**config.mk**
```make
export PLATFORM = sky130hd
export DESIGN_NAME = fetch_top
export DESIGN_NICKNAME = d
export VERILOG_FILES = /design/src/fetch_pkg.sv /design/src/mem_bus_pkg.sv /design/src/fetch_top.sv /design/src/instr_predecode.sv /design/src/prefetch_buffer.sv
export SDC_FILE = /design/constraint.sdc
export NUM_CORES = 1
export LEC_CHECK = 0
export ABC_AREA = 1
export BUFFER_PORTS_ARGS = -buffer_cell sky130_fd_sc_hd__buf_2
export CAP_MARGIN = 15
export CELL_PAD_IN_SITES_DETAIL_PLACEMENT = 0
export CELL_PAD_IN_SITES_GLOBAL_PLACEMENT = 1
export CORE_AREA = 2 2 209 211
export DETAILED_ROUTE_END_ITERATION = 12
export DIE_AREA = 0 0 211 213
export PLACE_DENSITY_LB_ADDON = 0.1
export SLEW_MARGIN = 10
export SYNTH_ARGS = -nofsm -noshare
export SYNTH_HDL_FRONTEND = slang
export SYNTH_SLANG_ARGS = --single-unit
export TNS_END_PERCENT = 1
```
**constraint.sdc**
```tcl
create_clock -name clk -period 9.7 [get_ports clk]
set_input_delay 0.97 -clock clk [delete_from_list [all_inputs] [get_ports clk]]
set_output_delay 0.97 -clock clk [all_outputs]
set_load 0.02 [all_outputs]
```
**src/fetch_pkg.sv**
```systemverilog
/*
 * Fetch front end types
 * Instruction word with its parcel view, the length rule for RISC-V
 * compressed instructions and the items passed between fetch stages
 */

`default_nettype none

package fetch_pkg;

  // Low two bits of a parcel that starts a 32-bit instruction
  localparam logic [1:0] FULL_INSTR_TAG = 2'b11;

  // One memory word, seen whole or as two 16-bit parcels
  typedef union packed {
    logic [31:0] word;
    struct packed {
      logic [15:0] hi;  // Upper halfword, at byte address +2
      logic [15:0] lo;  // Lower halfword, at byte address +0
    } parcel;
  } fetch_word_u;

  // Instruction handed from the prefetch buffer to predecode
  typedef struct packed {
    logic [31:0] addr;   // Halfword aligned instruction address
    fetch_word_u instr;  // High parcel is zero for compressed ones
  } fetch_item_t;

  // Predecoded instruction at the fetch output
  typedef struct packed {
    logic [31:0] pc;
    logic [31:0] instr;
    logic        is_compressed;
    logic [31:0] next_pc;
    logic        illegal;
  } decoded_instr_t;

  // A parcel begins a 32-bit instruction only when it carries the tag
  function automatic logic parcel_is_full(logic [15:0] parcel);
    return parcel[1:0] == FULL_INSTR_TAG;
  endfunction

endpackage

`default_nettype wire

```
**src/mem_bus_pkg.sv**
```systemverilog
/*
 * Instruction memory bus types
 * One request word toward memory and one response word back, for a
 * req/gnt/rvalid port with at most one access outstanding
 */

`default_nettype none

package mem_bus_pkg;

  // Request held by the master until the cycle with grant
  typedef struct packed {
    logic        req;   // Access wanted
    logic [31:0] addr;  // Word aligned byte address
  } imem_req_t;

  // Response from memory, rvalid comes one or more cycles after gnt
  typedef struct packed {
    logic        gnt;     // Request taken this cycle
    logic        rvalid;  // Read data valid pulse
    logic [31:0] rdata;   // Read data word
  } imem_rsp_t;

endpackage

`default_nettype wire

```
**src/fetch_top.sv**
```systemverilog
/*
 * Instruction fetch front end
 * Prefetch buffer toward instruction memory, followed by the predecode
 * register toward the consumer
 */

`timescale 1ns/1ps
`default_nettype none

module fetch_top (
  input  wire logic                   clk,
  input  wire logic                   rst_n,
  input  wire logic                   req_i,
  input  wire logic                   ready_i,
  input  wire logic                   branch_i,       // One-cycle pulse with req_i
  input  wire logic [31:0]            branch_addr_i,  // Halfword aligned target
  output logic                        valid_o,
  output fetch_pkg::decoded_instr_t   instr_o,
  output logic                        busy_o,
  output mem_bus_pkg::imem_req_t      imem_req_o,
  input  wire mem_bus_pkg::imem_rsp_t imem_rsp_i
);

  import fetch_pkg::*;

  logic        fetch_valid;
  logic        fetch_ready;
  fetch_item_t fetch_item;

  prefetch_buffer prefetch_buffer_i (
    .clk          (clk),
    .rst_n        (rst_n),
    .req_i        (req_i),
    .branch_i     (branch_i),
    .branch_addr_i(branch_addr_i),
    .ready_i      (fetch_ready),
    .valid_o      (fetch_valid),
    .item_o       (fetch_item),
    .imem_req_o   (imem_req_o),
    .imem_rsp_i   (imem_rsp_i),
    .busy_o       (busy_o)
  );

  // The branch also empties the predecode register in the same edge
  instr_predecode instr_predecode_i (
    .clk       (clk),
    .rst_n     (rst_n),
    .flush_i   (branch_i),
    .in_valid_i(fetch_valid),
    .in_item_i (fetch_item),
    .in_ready_o(fetch_ready),
    .ready_i   (ready_i),
    .valid_o   (valid_o),
    .instr_o   (instr_o)
  );

endmodule

`default_nettype wire

```
**src/instr_predecode.sv**
```systemverilog
/*
 * Instruction predecode stage
 * Registers each instruction with its address and marks it compressed or
 * full, with its next sequential address and an illegal flag for an
 * all-zero low parcel. Holds under back-pressure, emptied by a flush
 */

`timescale 1ns/1ps
`default_nettype none

module instr_predecode (
  input  wire logic                   clk,
  input  wire logic                   rst_n,
  input  wire logic                   flush_i,     // Drops the held instruction
  input  wire logic                   in_valid_i,
  input  wire fetch_pkg::fetch_item_t in_item_i,
  output logic                        in_ready_o,
  input  wire logic                   ready_i,     // Consumer takes instr_o
  output logic                        valid_o,
  output fetch_pkg::decoded_instr_t   instr_o
);

  import fetch_pkg::*;

  fetch_word_u    word_in;
  logic           compressed;
  logic           load;       // Input transfer this cycle
  decoded_instr_t dec_d;
  decoded_instr_t instr_q;
  logic           valid_q;

  assign word_in    = in_item_i.instr;
  assign compressed = !parcel_is_full(word_in.parcel.lo);

  // Register is free when empty or when its content leaves this cycle
  assign in_ready_o = !valid_q || ready_i;
  assign load       = in_valid_i && in_ready_o;

  always_comb begin
    dec_d.pc            = in_item_i.addr;
    dec_d.is_compressed = compressed;
    // Compressed ones take only the low parcel, full ones the whole word
    dec_d.instr         = compressed ? {16'h0000, word_in.parcel.lo} : word_in.word;
    dec_d.next_pc       = in_item_i.addr + (compressed ? 32'd2 : 32'd4);
    dec_d.illegal       = (word_in.parcel.lo == 16'h0000);  // Zero parcel is never valid code
  end

  always_ff @(posedge clk or negedge rst_n) begin
    if (!rst_n) begin
      valid_q <= 1'b0;
    end else if (flush_i) begin
      valid_q <= 1'b0;  // Flush beats a transfer in the same cycle
    end else if (load) begin
      valid_q <= 1'b1;
    end else if (ready_i) begin
      valid_q <= 1'b0;
    end
  end

  always_ff @(posedge clk) begin
    if (load) begin
      instr_q <= dec_d;
    end
  end

  assign valid_o = valid_q;
  assign instr_o = instr_q;

  // Held output does not move until the consumer takes it
  a_hold_stable : assert property (@(posedge clk) disable iff (!rst_n)
    valid_o && !ready_i && !flush_i |=> valid_o && $stable(instr_o));

endmodule

`default_nettype wire

```
**src/prefetch_buffer.sv**
```systemverilog
/*
 * Prefetch buffer
 * Fetches 32-bit words over a req/gnt/rvalid port and realigns them into
 * instructions. The upper halfword of the last word is kept so that
 * compressed instructions and the lower half of a word-straddling
 * instruction are served without fetching the same word again
 */

`timescale 1ns/1ps
`default_nettype none

module prefetch_buffer (
  input  wire logic                   clk,
  input  wire logic                   rst_n,
  input  wire logic                   req_i,          // Consumer wants instructions
  input  wire logic                   branch_i,       // Restart at branch_addr_i
  input  wire logic [31:0]            branch_addr_i,
  input  wire logic                   ready_i,
  output logic                        valid_o,
  output fetch_pkg::fetch_item_t      item_o,
  output mem_bus_pkg::imem_req_t      imem_req_o,
  input  wire mem_bus_pkg::imem_rsp_t imem_rsp_i,
  output logic                        busy_o
);

  import fetch_pkg::*;

  typedef enum logic [1:0] {
    IDLE,
    WAIT_GNT,
    WAIT_RVALID,
    WAIT_ABORTED
  } state_e;

  state_e      state_q, state_d;
  logic        abort_q, abort_d;            // Branch came while the request waited for grant
  logic        straddle_q, straddle_d;      // Access fetches the upper half of an instruction
  logic [31:0] pc_q, pc_d;                  // Address of the next instruction to deliver
  logic [29:0] fetch_word_q, fetch_word_d;  // Word address of the current access
  logic [15:0] hbuf_q, hbuf_d;              // Upper parcel of the last fetched word
  logic [29:0] hbuf_word_q, hbuf_word_d;    // Word that parcel came from
  logic        hbuf_valid_q, hbuf_valid_d;
  logic        out_valid_q, out_valid_d;
  fetch_item_t out_item_q, out_item_d;

  fetch_word_u rdata;
  logic        slot_free;  // Output register is empty after this edge
  logic        hbuf_hit;   // The instruction at pc starts in the buffered parcel

  assign rdata     = imem_rsp_i.rdata;
  assign slot_free = !out_valid_q || ready_i;
  assign hbuf_hit  = hbuf_valid_q && pc_q[1] && (hbuf_word_q == pc_q[31:2]);

  ////////////////////////////////////////////////////////////
  // Fetch FSM and realignment
  ////////////////////////////////////////////////////////////

  always_comb begin
    state_d      = state_q;
    abort_d      = abort_q;
    straddle_d   = straddle_q;
    pc_d         = pc_q;
    fetch_word_d = fetch_word_q;
    hbuf_d       = hbuf_q;
    hbuf_word_d  = hbuf_word_q;
    hbuf_valid_d = hbuf_valid_q;
    out_valid_d  = out_valid_q && !ready_i;  // A transfer empties the slot
    out_item_d   = out_item_q;

    unique case (state_q)
      IDLE: begin
        // New work only starts once the output slot is free
        if (req_i && slot_free && !branch_i) begin
          if (hbuf_hit && !parcel_is_full(hbuf_q)) begin
            // Whole compressed instruction is already buffered and needs no access
            out_valid_d            = 1'b1;
            out_item_d.addr        = pc_q;
            out_item_d.instr.word  = {16'h0000, hbuf_q};
            pc_d                   = pc_q + 32'd2;
          end else begin
            // With the lower half buffered only the following word is missing
            straddle_d   = hbuf_hit;
            fetch_word_d = hbuf_hit ? pc_q[31:2] + 30'd1 : pc_q[31:2];
            state_d      = WAIT_GNT;
          end
        end
      end

      WAIT_GNT: begin
        if (imem_rsp_i.gnt) begin
          state_d = abort_q ? WAIT_ABORTED : WAIT_RVALID;
        end
      end

      WAIT_RVALID: begin
        if (imem_rsp_i.rvalid) begin
          // Every word leaves its upper parcel behind for the next instruction
          hbuf_d          = rdata.parcel.hi;
          hbuf_word_d     = fetch_word_q;
          hbuf_valid_d    = 1'b1;
          state_d         = IDLE;
          out_item_d.addr = pc_q;
          if (straddle_q) begin
            // Splice the buffered lower half with the new word's low parcel
            out_valid_d           = 1'b1;
            out_item_d.instr.word = {rdata.parcel.lo, hbuf_q};
            pc_d                  = pc_q + 32'd4;
          end else if (!pc_q[1]) begin
            out_valid_d = 1'b1;
            if (parcel_is_full(rdata.parcel.lo)) begin
              out_item_d.instr = rdata;  // Aligned full instruction
              pc_d             = pc_q + 32'd4;
            end else begin
              out_item_d.instr.word = {16'h0000, rdata.parcel.lo};
              pc_d                  = pc_q + 32'd2;
            end
          end else if (!parcel_is_full(rdata.parcel.hi)) begin
            out_valid_d           = 1'b1;
            out_item_d.instr.word = {16'h0000, rdata.parcel.hi};
            pc_d                  = pc_q + 32'd2;
          end else begin
            // Full instruction starts in the upper parcel so the next word is fetched
            straddle_d   = 1'b1;
            fetch_word_d = fetch_word_q + 30'd1;
            state_d      = WAIT_GNT;
          end
        end
      end

      WAIT_ABORTED: begin
        if (imem_rsp_i.rvalid) begin
          state_d = IDLE;  // Data of the old stream is dropped
          abort_d = 1'b0;
        end
      end

      default: state_d = IDLE;
    endcase

    // A branch restarts the stream whatever the access is doing
    if (branch_i) begin
      pc_d         = branch_addr_i;
      hbuf_valid_d = 1'b0;
      out_valid_d  = 1'b0;
      if (state_q == WAIT_GNT) begin
        // The request cannot be withdrawn before grant and is marked stale
        abort_d = 1'b1;
        if (imem_rsp_i.gnt) begin
          state_d = WAIT_ABORTED;
        end
      end else if (state_q == WAIT_RVALID) begin
        state_d = imem_rsp_i.rvalid ? IDLE : WAIT_ABORTED;
      end
    end
  end

  ////////////////////////////////////////////////////////////
  // Registers
  ////////////////////////////////////////////////////////////

  always_ff @(posedge clk or negedge rst_n) begin
    if (!rst_n) begin
      state_q      <= IDLE;
      abort_q      <= 1'b0;
      straddle_q   <= 1'b0;
      pc_q         <= 32'h0;
      fetch_word_q <= 30'h0;
      hbuf_valid_q <= 1'b0;
      out_valid_q  <= 1'b0;
    end else begin
      state_q      <= state_d;
      abort_q      <= abort_d;
      straddle_q   <= straddle_d;
      pc_q         <= pc_d;
      fetch_word_q <= fetch_word_d;
      hbuf_valid_q <= hbuf_valid_d;
      out_valid_q  <= out_valid_d;
    end
  end

  // Parcel buffer and output item data
  always_ff @(posedge clk) begin
    hbuf_q      <= hbuf_d;
    hbuf_word_q <= hbuf_word_d;
    out_item_q  <= out_item_d;
  end

  assign imem_req_o.req  = (state_q == WAIT_GNT);  // Registered and thus stable until grant
  assign imem_req_o.addr = {fetch_word_q, 2'b00};
  assign valid_o         = out_valid_q;
  assign item_o          = out_item_q;
  assign busy_o          = (state_q != IDLE);

  ////////////////////////////////////////////////////////////
  // Assertions
  ////////////////////////////////////////////////////////////

  // A live request fetches the word at pc or the one after it for an upper half
  a_req_word : assert property (@(posedge clk) disable iff (!rst_n)
    imem_req_o.req && !abort_q |->
      imem_req_o.addr == {pc_q[31:2] + 30'(straddle_q), 2'b00});

  // Request and address hold until the grant cycle
  a_req_stable : assert property (@(posedge clk) disable iff (!rst_n)
    imem_req_o.req && !imem_rsp_i.gnt |=> imem_req_o.req && $stable(imem_req_o.addr));

  a_out_stable : assert property (@(posedge clk) disable iff (!rst_n)
    valid_o && !ready_i && !branch_i |=> valid_o && $stable(item_o));

endmodule

`default_nettype wire

```
======== Word level (Yosys, flattened, before mapping) ========
Index checks and enable logic that the tools add are counted.
operators by class
  $add $sub $neg .......................... 5
  eq/ne operators ......................... 20
  mux-type cells .......................... 66
  reduce and logical (&&, ||, !) cells .... 31
operators with widths
  cell                                                                      number
  32-bit 2-to-1 mux                                                         12
  30-bit 2-to-1 mux                                                         7
  64-bit 2-to-1 mux                                                         3
  64-bit one-hot mux with 2 select lines                                    1
  32-bit one-hot mux with 2 select lines                                    1
  30-bit by 1-bit adder with 30-bit output (second input constant)          2
  30-bit one-hot mux with 2 select lines                                    1
  32-bit by 2-bit adder with 32-bit output (second input constant)          1
  32-bit by 3-bit adder with 32-bit output (second input constant)          1
  32-bit adder                                                              1
  30-bit == test                                                            1
  1-bit 2-to-1 mux                                                          25
  2-bit 2-to-1 mux                                                          12
  16-bit zero test                                                          1
  2-bit == test (second input constant)                                     6
  4-bit AND reduction                                                       3
  5-bit AND reduction                                                       2
  2-bit by 1-bit inequality test with 1-bit output (second input constant)  4
  2-bit one-hot mux with 4 select lines                                     1
  2-bit nonzero test                                                        4
  1-bit logical AND                                                         7
  7-bit AND reduction                                                       1
  1-bit zero test                                                           6
  2-bit inequality test (second input constant)                             3
  other kinds (11)                                                          16
storage, ports and cells
  register bits ........................... 277
  bits of input ports ..................... 71
  output and inout port bits .............. 133
  word-level logic and storage cells ...... 141

======== Logic depth before layout (Yosys ltp) ========
Gate-level depths: netlist of the first run.
  word-level depth ........................ 10
  mapped depth ............................ 17
  gate-level depth less buffers ........... 15

======== Modules after synthesis ========
Synthesis of the first run repeated with hierarchy kept, for this count alone.
second synthesis, totals
  cell total of the unflattened synthesis .. 1880
  area total of the unflattened synthesis .. 15135.8 sq um
by module, submodules not included
  module           instances  cells an instance  area each (sq um)  seq. area each (sq um)
  prefetch_buffer  1          1529               11009.3            5004.8
  instr_predecode  1          351                4126.5             2937.8

======== Least setup slack after synthesis of the first run ========
OpenSTA, ideal clock, no wires.
  path type ............................... in2reg
  start point ............................. input port ready_i
  end point ............................... register instr_predecode_i.instr_q, in the netlist instr_predecode_i.instr_o[0], enable pin
  setup time .............................. 0.585 ns
  arrival time ............................ 5.668 ns
  data required time ...................... 9.115 ns
  slack ................................... 3.447 ns
  cell stages on the path ................. 2
  buffers on the path ..................... 0
  cell sequence ........................... inv_1 a21oi_1
on the way
  word-level cells in the longest chain between the ends .. 2
RTL lines
  element                     RTL line               RTL
  from (decl)                 fetch_top.sv:14        input wire logic ready_i,
  1-bit logical OR            instr_predecode.sv:36  assign in_ready_o = !valid_q || ready_i;
  1-bit logical AND           instr_predecode.sv:37  assign load = in_valid_i && in_ready_o;
  net instr_predecode_i.load  instr_predecode.sv:27  logic load;
  to (signal assigned)        instr_predecode.sv:62  instr_q <= dec_d;
  to (decl)                   instr_predecode.sv:29  decoded_instr_t instr_q;
The timed path passes the listed nets, and every way through them passes these cells.
A chain may end at the register's enable or synchronous reset.

==> run_results.csv, run 1 <==
group,metric,value,unit
outcome,status,"complete, no violations",
layout,final_cells,2504,
synth,yosysUniqueCellTypes,47,
synth,netlist_instances,1744,
placement,portBuffers,201,
critical_path,path_cells,"nand2_1 -> ha_1 -> inv_1 -> fa_1 -> nand3b_1 -> nor2_1 -> nand4_1 -> nor4_1 -> nand3_1 -> xnor2_1",
placement,postPlaceCellArea,16200,um^2
die,fp.dieW,211,um
layout,area_delta_synth_final,17.89,%
detailed_routing,route.met3.wl,2194,um
min_path,hold_path_class,"flop to flop",
timing,tightest_slew,1.007,ns
global_routing,grt_max_degree,70,
pwr,vdd_drop_max,0.1298,mV
die,coreArea,42700,um^2
layout,final_area,17400,um^2
global_routing,grt_pass1_wl,72970,um
global_routing,grt_pass1_vias,11815,
critical_path,critPathMaxStageDelay,0.59,ns
clocking,clockBufferDepth,3,
detailed_routing,top_layer_used,"met4",
die,row_count,76,
timing,period_share,0.3352,
pwr,pwr_density_cell,277.2,nW/um^2
critical_path,crit_arrival,3.53,ns
synth,synth-async-reset-ratio,0.2500,
layout,mostFrequentLayoutCell,"nand2_1",
detailed_routing,firstDrtPassIters,5,
critical_path,crit_type,"flop to flop",
detailed_routing,met2_length,21450,um
clocking,cts_made_buffers,34,
critical_path,timing.rr.start,"prefetch_buffer_i.item_o[0]",
critical_path,end_kind,"flop",
detailed_routing,viasPerCell,4.889,
die,start_util,0.3458,
clocking,cts-htree-levels,2,
layout,final_core_util,0.4076,
detailed_routing,wire_per_inst,19.39,um
die,die_h,213,um
timing,clock.fmax,307.6,MHz
clocking,clk_pin_slew,0.06,ns
placement,gp_congestion,0.9150,
layout,drive_gt1_frac,0.1616,
die,die_area,44940,um^2
placement,dp_cells,2437,
synth,ys_seq_elements,276,
synth,synth_edf_count,207,
synth,ys_seq_area_frac,0.5380,
min_path,hold_start,"prefetch_buffer_i.item_o[32]",
clocking,cts_sinks,276,
placement,dpl.hpwl,36830,um
timing,hold_viol_final,0,
detailed_routing,wl,48550,um
clocking,clk_latency,0.55,ns
detailed_routing,drt_iter0_markers,935,
synth,ys_warn_count,0,
critical_path,startpoint,"prefetch_buffer_i.item_o[0]",
layout,layout_common_cells,"nand2_1 (566), edfxtp_1 (207), buf_2 (200)",
clocking,holdBufCountCts,0,
critical_path,cp_slowest_cell,"nor4_1",
clocking,post_cts_buffers,0,
timing,max_slew_margin,0.3289,
detailed_routing,drc,0,
timing,tns,0,ns
synth,synth_top_area_frac,0.4211,
detailed_routing,wl_met1,23490,um
timing,min_period,3.251,ns
timing,fin_worst_skew,0.02218,ns
detailed_routing,routed-via-count,12241,
timing,drv_slew,0,
layout,fin_nets,2007,
global_routing,track_usage,0.2182,
global_routing,overflow,0,
critical_path,cp_data_required_time,9.98,ns
job,maxCapViolCount,0,
timing,setup_viol,0,
pwr,p_leak,7.598,nW
clocking,cts_tree,"built",
clocking,cts_resized,0,
synth,synth_ff_type,"edfxtp_1",
die,ios,204,
synth,synth_area_leaders,"edfxtp_1 (42%), nand2_1 (14%), dfrtp_1 (12%)",
synth,synthesis.area,14760,um^2
global_routing,antenna_found_initial,3,
synth,synth_top_cell_by_area,"edfxtp_1",
clocking,clockRootBuffer,"clkbuf_16",
critical_path,path_max_fanout,5,
synth,synth_area_per_cell,8.465,um^2
critical_path,start_kind,"flop",
detailed_routing,ant_nets,0,
timing,grt_setup_unrepaired,"no",
routing by layer:
metal  vias up  GRT usage
met4         0    0.07309
met3        74    0.03103
met1      5732     0.3172
met2       332     0.3338
li1       6103          -
met5         -          0
sequential cells by signal (all words and copies together) (netlist names), 2 cells and up:
signal                          count
instr_predecode_i.instr_o          97
prefetch_buffer_i.fetch_word_q     30
prefetch_buffer_i.hbuf_q           16
prefetch_buffer_i.hbuf_word_q      30
prefetch_buffer_i.item_o           64
prefetch_buffer_i.pc_q             32
prefetch_buffer_i.state_q           2
worst max-delay path, delay by kind of cell (launching register included):
family	cells	cell delay (ns)
and+or+nand+nor	6	1.72
buffers and inverters	1	0.05
DFF	1	0.41
adders and majority gates	2	0.63
xor gates and xnor gates	1	0.17
where the power goes:
group	internal [mW]	leakage (nW)	switching [mW]	total, mW
clock network	0.792	0.557	0.518	1.31
logic	0.462	4.26	1.06	1.52
registers	1.62	2.78	0.371	1.99
final timing paths:
check | endpoint | slack [ns] | depth (start not counted)
worst min-delay path | instr_predecode_i.instr_o[1] | 0.43 | 0
worst max-delay path | instr_predecode_i.instr_o[22] | 6.45 | 10
worst max register to register | instr_predecode_i.instr_o[22] | 6.45 | 10
worst min register to register | instr_predecode_i.instr_o[1] | 0.43 | 0
min in group asynchronous | prefetch_buffer_i.fetch_word_q[26] | 0.60 | 1
max in group asynchronous | prefetch_buffer_i.pc_q[31] | 8.44 | 1
cell usage after synthesis (2+ instances only):
cell,n
nand2_1,566
or2_2,4
o21a_1,3
ha_1,5
buf_2,23
nand2_2,4
inv_2,22
nand4_1,19
nor2_2,4
buf_1,3
nand2_4,2
nor3_1,29
clkinv_1,6
nor2_4,2
o21ai_2,5
nand3b_1,9
o31ai_1,7
dfrtp_1,69
nor2_1,145
buf_4,8
nand3_1,166
edfxtp_1,207
o221ai_1,3
o21ai_0,62
clkbuf_1,24
xnor2_1,19
nor4_1,9
buf_6,8
a211oi_1,10
inv_1,174
o211ai_1,9
o21ai_1,14
a21oi_1,32
xor2_1,52
a22oi_1,8
kinds of logic (layout without fill, tap and decap cells):
kind of cell,after synthesis,count (layout),share of synthesized area
AO/OA/AOI/OAI,157,157,0.06212
XOR/XNOR,71,71,0.04212
adder cells (fa/ha/maj),6,6,0.005594
buffers and inverters,268,478,0.07619
flip-flops,276,276,0.5380
other,1,5,0.0002540
AND/OR/NAND/NOR,965,965,0.2757
cell type report:
type,count,area [um^2]
diodes,3,7.507
repair buffers,215,1146
inverters,202,758.2
fillers,4397,25290
multi-input cells,1201,5729
well taps,546,683.2
clock inverters,20,250.2
flip-flops and latches,276,7943
clock buffers,41,887.1
through the flow:
stage               total power [mW]  setup slack, ns  hold WS, ns
floorplan                      2.936            3.447       0.4003
global placement               3.510            5.744       0.4094
detailed placement             3.524            5.626       0.4299
CTS                            4.852            6.171       0.4427
global route                   5.130            6.205       0.4437
finish                         4.824            6.449       0.4339
(Power assumes the default switching activity.)
==> inputs of run 2 (changes only) <==
==> constraint.sdc (replaced) <==
create_clock -name clk -period 3.1 [get_ports clk]
set_input_delay 0.31 -clock clk [delete_from_list [all_inputs] [get_ports clk]]
set_output_delay 0.31 -clock clk [all_outputs]
set_load 0.02 [all_outputs]
==> run 2 against run 1 <==
Effect of this change: via count up 2.0%; worst setup slack worse by 6.2 ns; flip-flop and latch count unchanged; clock-buffer cell count down 4; die area unchanged; maximum frequency up 16%; sequential share of layout area down 1.1 points; sequential power rose to 3.1 times the previous value; final area up 2.4%; critical path depth unchanged; largest cell class unchanged.
==> run_results.csv, run 2 (synthesized netlist as in run 1, its figures left out) <==
group,metric,value,unit
outcome,status,"complete, no violations",
min_path,hold_depth,2,
clocking,clockBufferDepth,3,
layout,area_delta_synth_final,20.67,%
min_path,min_to,"instr_predecode_i.valid_o",
die,row_count,76,
job,maxCapViolCount,0,
detailed_routing,drc,0,
critical_path,r2r_end,"instr_predecode_i.instr_o[28]",
timing,fin_ws,0.2855,ns
detailed_routing,viasPerCell,4.869,
die,ios,204,
layout,final_cells,2563,
clocking,cts_resized,0,
layout,drive_gt1_frac,0.1781,
detailed_routing,routed-via-count,12480,
placement,dp_cells,2485,
clocking,cts_made_buffers,31,
critical_path,critPathMaxStageDelay,0.41,ns
critical_path,reg2reg_depth,10,
timing,grt_setup_unrepaired,"no",
timing,drv_slew,0,
placement,dpl.hpwl,38260,um
critical_path,r2r_slack,0.29,ns
detailed_routing,drt_iter0_markers,1020,
min_path,hold_path_class,"input port to flop",
layout,layout_common_cells,"nand2_1 (566), edfxtp_1 (207), buf_2 (200)",
critical_path,end_kind,"flop",
placement,gp_congestion,0.9380,
pwr,vdd_drop_max,0.4029,mV
critical_path,path_max_fanout,5,
critical_path,crit_type,"flop to flop",
clocking,cts-htree-levels,1,
die,start_util,0.3458,
global_routing,grt_pass1_vias,11977,
clocking,cts_sinks,276,
critical_path,path_cells,"nand2_1 -> ha_1 -> inv_1 -> fa_1 -> nand3b_1 -> nor4_1 -> nand3_1 -> nor2_1 -> nand2_1 -> xnor2_1",
detailed_routing,firstDrtPassIters,5,
layout,fin_nets,2068,
placement,place_ws,0.2743,ns
die,die_area,44940,um^2
global_routing,track_usage,0.2210,
placement,portBuffers,201,
clocking,clk_pin_slew,0.06,ns
min_path,hold_start,"branch_i",
layout,largest_register_ffs,97,
critical_path,cp_slowest_cell,"nor4_1",
global_routing,grt_max_degree,70,
timing,tns,0,ns
clocking,clockRootBuffer,"clkbuf_16",
layout,mostFrequentLayoutCell,"nand2_1",
global_routing,grt_pass1_wl,74420,um
die,die_h,213,um
detailed_routing,ant_nets,0,
pwr,total_power,15.04,mW
pwr,p_leak,7.850,nW
critical_path,start_kind,"flop",
global_routing,overflow,0,
die,coreArea,42700,um^2
timing,min_period,2.814,ns
timing,tightest_slew,1.045,ns
critical_path,path_delay_family,"simple AND/OR/NAND/NOR gates",
critical_path,critPathBufInv,1,
layout,fillCellCount,4414,
timing,max_slew_margin,0.3034,
critical_path,timing.rr.start,"prefetch_buffer_i.item_o[0]",
critical_path,crit_arrival,3.13,ns
timing,setup_viol,0,
detailed_routing,wire_per_inst,19.19,um
timing,clock.fmax,355.3,MHz
timing,period_share,0.9079,
clocking,cts_tree,"built",
clocking,clk_latency,0.58,ns
timing,hold_viol_final,0,
detailed_routing,wl,49190,um
pwr,pwr_density_cell,844.5,nW/um^2
global_routing,antenna_found_initial,1,
timing,fin_worst_skew,0.01468,ns
critical_path,crit_top_cell,"nand2_1",
critical_path,cp_data_required_time,3.42,ns
die,fp.dieW,211,um
==> run 2: area by class of cell <==
type | instances | area, um^2 | area share
Clock inverter | 21 | 202.7 | 0.01138
Tap cell | 546 | 683.2 | 0.03835
Sequential cell | 276 | 7943 | 0.4458
Inverter | 202 | 758.2 | 0.04256
Timing Repair Buffer | 279 | 1667 | 0.09355
Multi-Input combinational cell | 1201 | 5729 | 0.3216
Clock buffer | 37 | 829.5 | 0.04657
Antenna cell | 1 | 2.502 | 0.0001405
==> run 2: metrics by stage <==
step | hold slack [ns] | cell area [um^2] | util
floorplan | 0.01441 | 14780 | -
CTS | 0.01764 | 17810 | 0.4172
finish | 0.03547 | 17810 | 0.4172
global placement | 0.4342 | 16590 | 0.3886
global route | 0.03541 | 17810 | 0.4172
detailed placement | 0.4320 | 16590 | 0.3886
==> run 2: worst reg2reg max path, delay by kind of cell (launching register included) <==
family	cells	cell delay (ns)
buffers and inverters	1	0.06
adder cells (fa/ha/maj)	2	0.58
XOR/XNOR	1	0.13
flip-flops	1	0.40
AND/OR/NAND/NOR	6	1.39
==> run 2: routing by layer <==
metal  up-vias  global-route usage  part of all wire
li1       6218                   -                 -
met1      5797              0.3250              0.47
met2       398              0.3465              0.45
met3        67             0.02177             0.055
met4         0             0.06217             0.026
met5         -                   0                 0
==> run 2: where the power goes <==
part           total (mW)  internal, mW  switching [mW]
logic                5.19          1.65            3.54
clock network        3.71          2.16            1.55
registers            6.14          5.08            1.06
==> run 2: worst max path at each step <==
stage,start,endpoint,slack [ns],cells past startpoint
2_1_floorplan,prefetch_buffer_i.state_q[0],prefetch_buffer_i.item_o[0],-0.39,5
3_3_place_gp,prefetch_buffer_i.item_o[0],instr_predecode_i.instr_o[28],0.30,10
3_5_place_dp,prefetch_buffer_i.item_o[0],instr_predecode_i.instr_o[28],0.27,10
4_1_cts,prefetch_buffer_i.item_o[0],instr_predecode_i.instr_o[28],0.26,10
5_1_grt,prefetch_buffer_i.item_o[0],instr_predecode_i.instr_o[28],0.03,10
6_report,prefetch_buffer_i.item_o[0],instr_predecode_i.instr_o[28],0.29,10
==> run 2: timing repair <==
action	CTS	global route
endpoints found under the hold margin	87	0
setup buffers	0	0
hold buffers	19	0
==> inputs of run 3 (changes only) <==
--- a/config.mk
+++ b/config.mk
@@ -13,7 +13,7 @@
 export CORE_AREA = 2 2 209 211
 export DETAILED_ROUTE_END_ITERATION = 12
 export DIE_AREA = 0 0 211 213
-export PLACE_DENSITY_LB_ADDON = 0.1
+export PLACE_DENSITY = 0.75
 export SLEW_MARGIN = 10
 export SYNTH_ARGS = -nofsm -noshare
 export SYNTH_HDL_FRONTEND = slang
==> run 3 against run 2 <==
Effect of this change: sequential power up 0.7%; via count grew 1.6%; largest power group unchanged; clock power rose by 11%; clock-buffer cell count up 5; power rose by 1.9%; global-route usage down 0.13 points; die area unchanged; critical path depth unchanged; final cell count is 0.35% lower; combinational power fell by 3%; maximum frequency increased by 1.6%.
==> run_results.csv, run 3 (synthesized netlist as in run 1, its figures left out) <==
group,metric,value,unit
detailed_routing,wire_per_inst,19.14,um
die,die_h,213,um
critical_path,crit_type,"flop to flop",
critical_path,path_max_fanout,5,
timing,tightest_slew,1.032,ns
critical_path,start_kind,"flop",
timing,min_period,2.770,ns
pwr,p_leak,7.834,nW
critical_path,reg2reg_depth,10,
detailed_routing,met2_length,22220,um
layout,final_cells,2554,
layout,regArea,7943,um^2
placement,dp_cells,2470,
die,coreArea,42700,um^2
layout,mostFrequentLayoutCell,"nand2_1",
critical_path,r2r_end,"instr_predecode_i.instr_o[22]",
global_routing,overflow,0,
die,die_area,44940,um^2
min_path,hold_depth,4,
global_routing,antenna_found_initial,3,
detailed_routing,top_layer_used,"met4",
detailed_routing,firstDrtPassIters,7,
detailed_routing,drt_iter0_markers,1033,
global_routing,grt_pass1_wl,73950,um
timing,clock.fmax,361.0,MHz
layout,largest_register_ffs,97,
layout,multi_input_area,5758,um^2
layout,fin_nets,2056,
critical_path,path_cells,"nand2_2 -> ha_1 -> inv_1 -> fa_1 -> nand3b_1 -> nor2_1 -> nand4_1 -> nor4_4 -> nand3_1 -> xnor2_1",
detailed_routing,routed-via-count,12681,
clocking,clk_pin_slew,0.06,ns
job,maxCapViolCount,0,
placement,dpl.hpwl,37390,um
global_routing,grt_pass1_vias,12142,
clocking,cts-htree-levels,2,
min_path,min_to,"prefetch_buffer_i.state_q[0]",
placement,portBuffers,201,
outcome,status,"complete, no violations",
timing,fin_worst_skew,0.01649,ns
critical_path,critPathMaxStageDelay,0.43,ns
critical_path,cp_slowest_cell,"edfxtp_1",
layout,drive_gt1_frac,0.1731,
clocking,cts_tree,"built",
die,start_util,0.3458,
placement,gp_congestion,0.9491,
detailed_routing,drc,0,
detailed_routing,route.met3.wl,3175,um
timing,setup_viol,0,
critical_path,end_kind,"flop",
die,fp.dieW,211,um
layout,fillCellCount,4263,
detailed_routing,viasPerCell,4.965,
timing,tns,0,ns
timing,grt_setup_unrepaired,"no",
pwr,vdd_drop_max,0.4644,mV
clocking,clk_latency,0.54,ns
detailed_routing,ant_nets,0,
pwr,pwr_density_cell,858.3,nW/um^2
layout,area_delta_synth_final,20.98,%
placement,postPlaceCellArea,16480,um^2
clocking,clockBufferDepth,3,
timing,drv_slew,0,
layout,final_area,17860,um^2
timing,period_share,0.8936,
clocking,cts_made_buffers,34,
critical_path,cp_data_required_time,3.38,ns
timing,hold_viol_final,0,
timing,hold-worst-slack,0.09612,ns
global_routing,track_usage,0.2197,
timing,max_slew_margin,0.3117,
detailed_routing,wl,48890,um
layout,layout_common_cells,"nand2_1 (565), edfxtp_1 (207), buf_2 (200)",
critical_path,path_delay_family,"simple AND/OR/NAND/NOR gates",
min_path,hold_path_class,"input port to flop",
clocking,post_cts_buffers,0,
clocking,cts_sinks,276,
clocking,clockRootBuffer,"clkbuf_16",
critical_path,critPathBufInv,1,
detailed_routing,wl_met1,22330,um
critical_path,r2r_slack,0.33,ns
min_path,hold_start,"imem_rsp_i[32]",
global_routing,grt_max_degree,70,
critical_path,timing.rr.start,"prefetch_buffer_i.item_o[1]",
critical_path,crit_arrival,3.05,ns
die,row_count,76,
die,ios,204,
==> run 3: cell types whose count changed in the layout (fill, tap and decap cells not counted), moves of 2 or more <==
cell,previous run,this run
diode_2,1,3
clkbuf_1,4,7
clkinv_4,4,2
clkbuf_16,32,35
clkinv_2,6,3
bufinv_16,3,5
buf_4,58,43
nor4_1,9,7
==> run 3: worst max-delay path by stage <==
stage                                      start  slack (ns)  cells after the start                            end
global placement     prefetch_buffer_i.item_o[0]        0.14                     11  instr_predecode_i.instr_o[26]
CTS                  prefetch_buffer_i.item_o[1]        0.06                     10  instr_predecode_i.instr_o[22]
detailed placement   prefetch_buffer_i.item_o[1]        0.06                     10  instr_predecode_i.instr_o[22]
finish               prefetch_buffer_i.item_o[1]        0.33                     10  instr_predecode_i.instr_o[22]
floorplan           prefetch_buffer_i.state_q[0]       -0.39                      5    prefetch_buffer_i.item_o[0]
global route         prefetch_buffer_i.item_o[1]        0.02                     10  instr_predecode_i.instr_o[22]
==> run 3: layer usage <==
layer | vias to the layer above | GRT usage
li1 | 6204 | -
met1 | 5981 | 0.3128
met2 | 435 | 0.3445
met3 | 61 | 0.03162
met4 | 0 | 0.07188
met5 | - | 0
==> run 3: worst min-delay path, cell delays in order <==
cell and delay, ns:
buf_2 0.11, o21ai_0 0.08, nand2_1 0.06, nand2_1 0.04
==> run 3: per-stage QoR <==
| step | setup WS (ns) | utilization | total power [mW] |
|---|---|---|---|
| 2_1_floorplan | -0.3867 | - | 9.162 |
| 3_3_place_gp | 0.1424 | 0.3859 | 11.14 |
| 3_5_place_dp | 0.06244 | 0.3859 | 11.20 |
| 4_1_cts | 0.05978 | 0.4174 | 15.38 |
| 5_1_grt | 0.01970 | 0.4183 | 16.23 |
| 6_report | 0.3298 | 0.4183 | 15.33 |
==> run 3: area by class of cell <==
cell class,instances,area share
inverters,202,0.04245
well taps,546,0.03825
clock inverters,20,0.01422
diodes,3,0.0004203
flip-flops and latches,276,0.4447
clock buffers,42,0.05051
repair buffers,264,0.08701
multi-input cells,1201,0.3224
==> run 3: power by group <==
| part | switching, mW | internal (mW) | total [mW] |
|---|---|---|---|
| clock network | 1.61 | 2.51 | 4.12 |
| registers | 1.10 | 5.08 | 6.18 |
| logic | 3.46 | 1.56 | 5.02 |
| total | 6.18 | 9.15 | 15.3 |
==> run 3: timing repair <==
action | CTS | global route
setup endpoints to repair | 0 | 14
hold endpoints to repair | 87 | 0
gates resized for setup | 0 | 5
hold buffers | 19 | 0
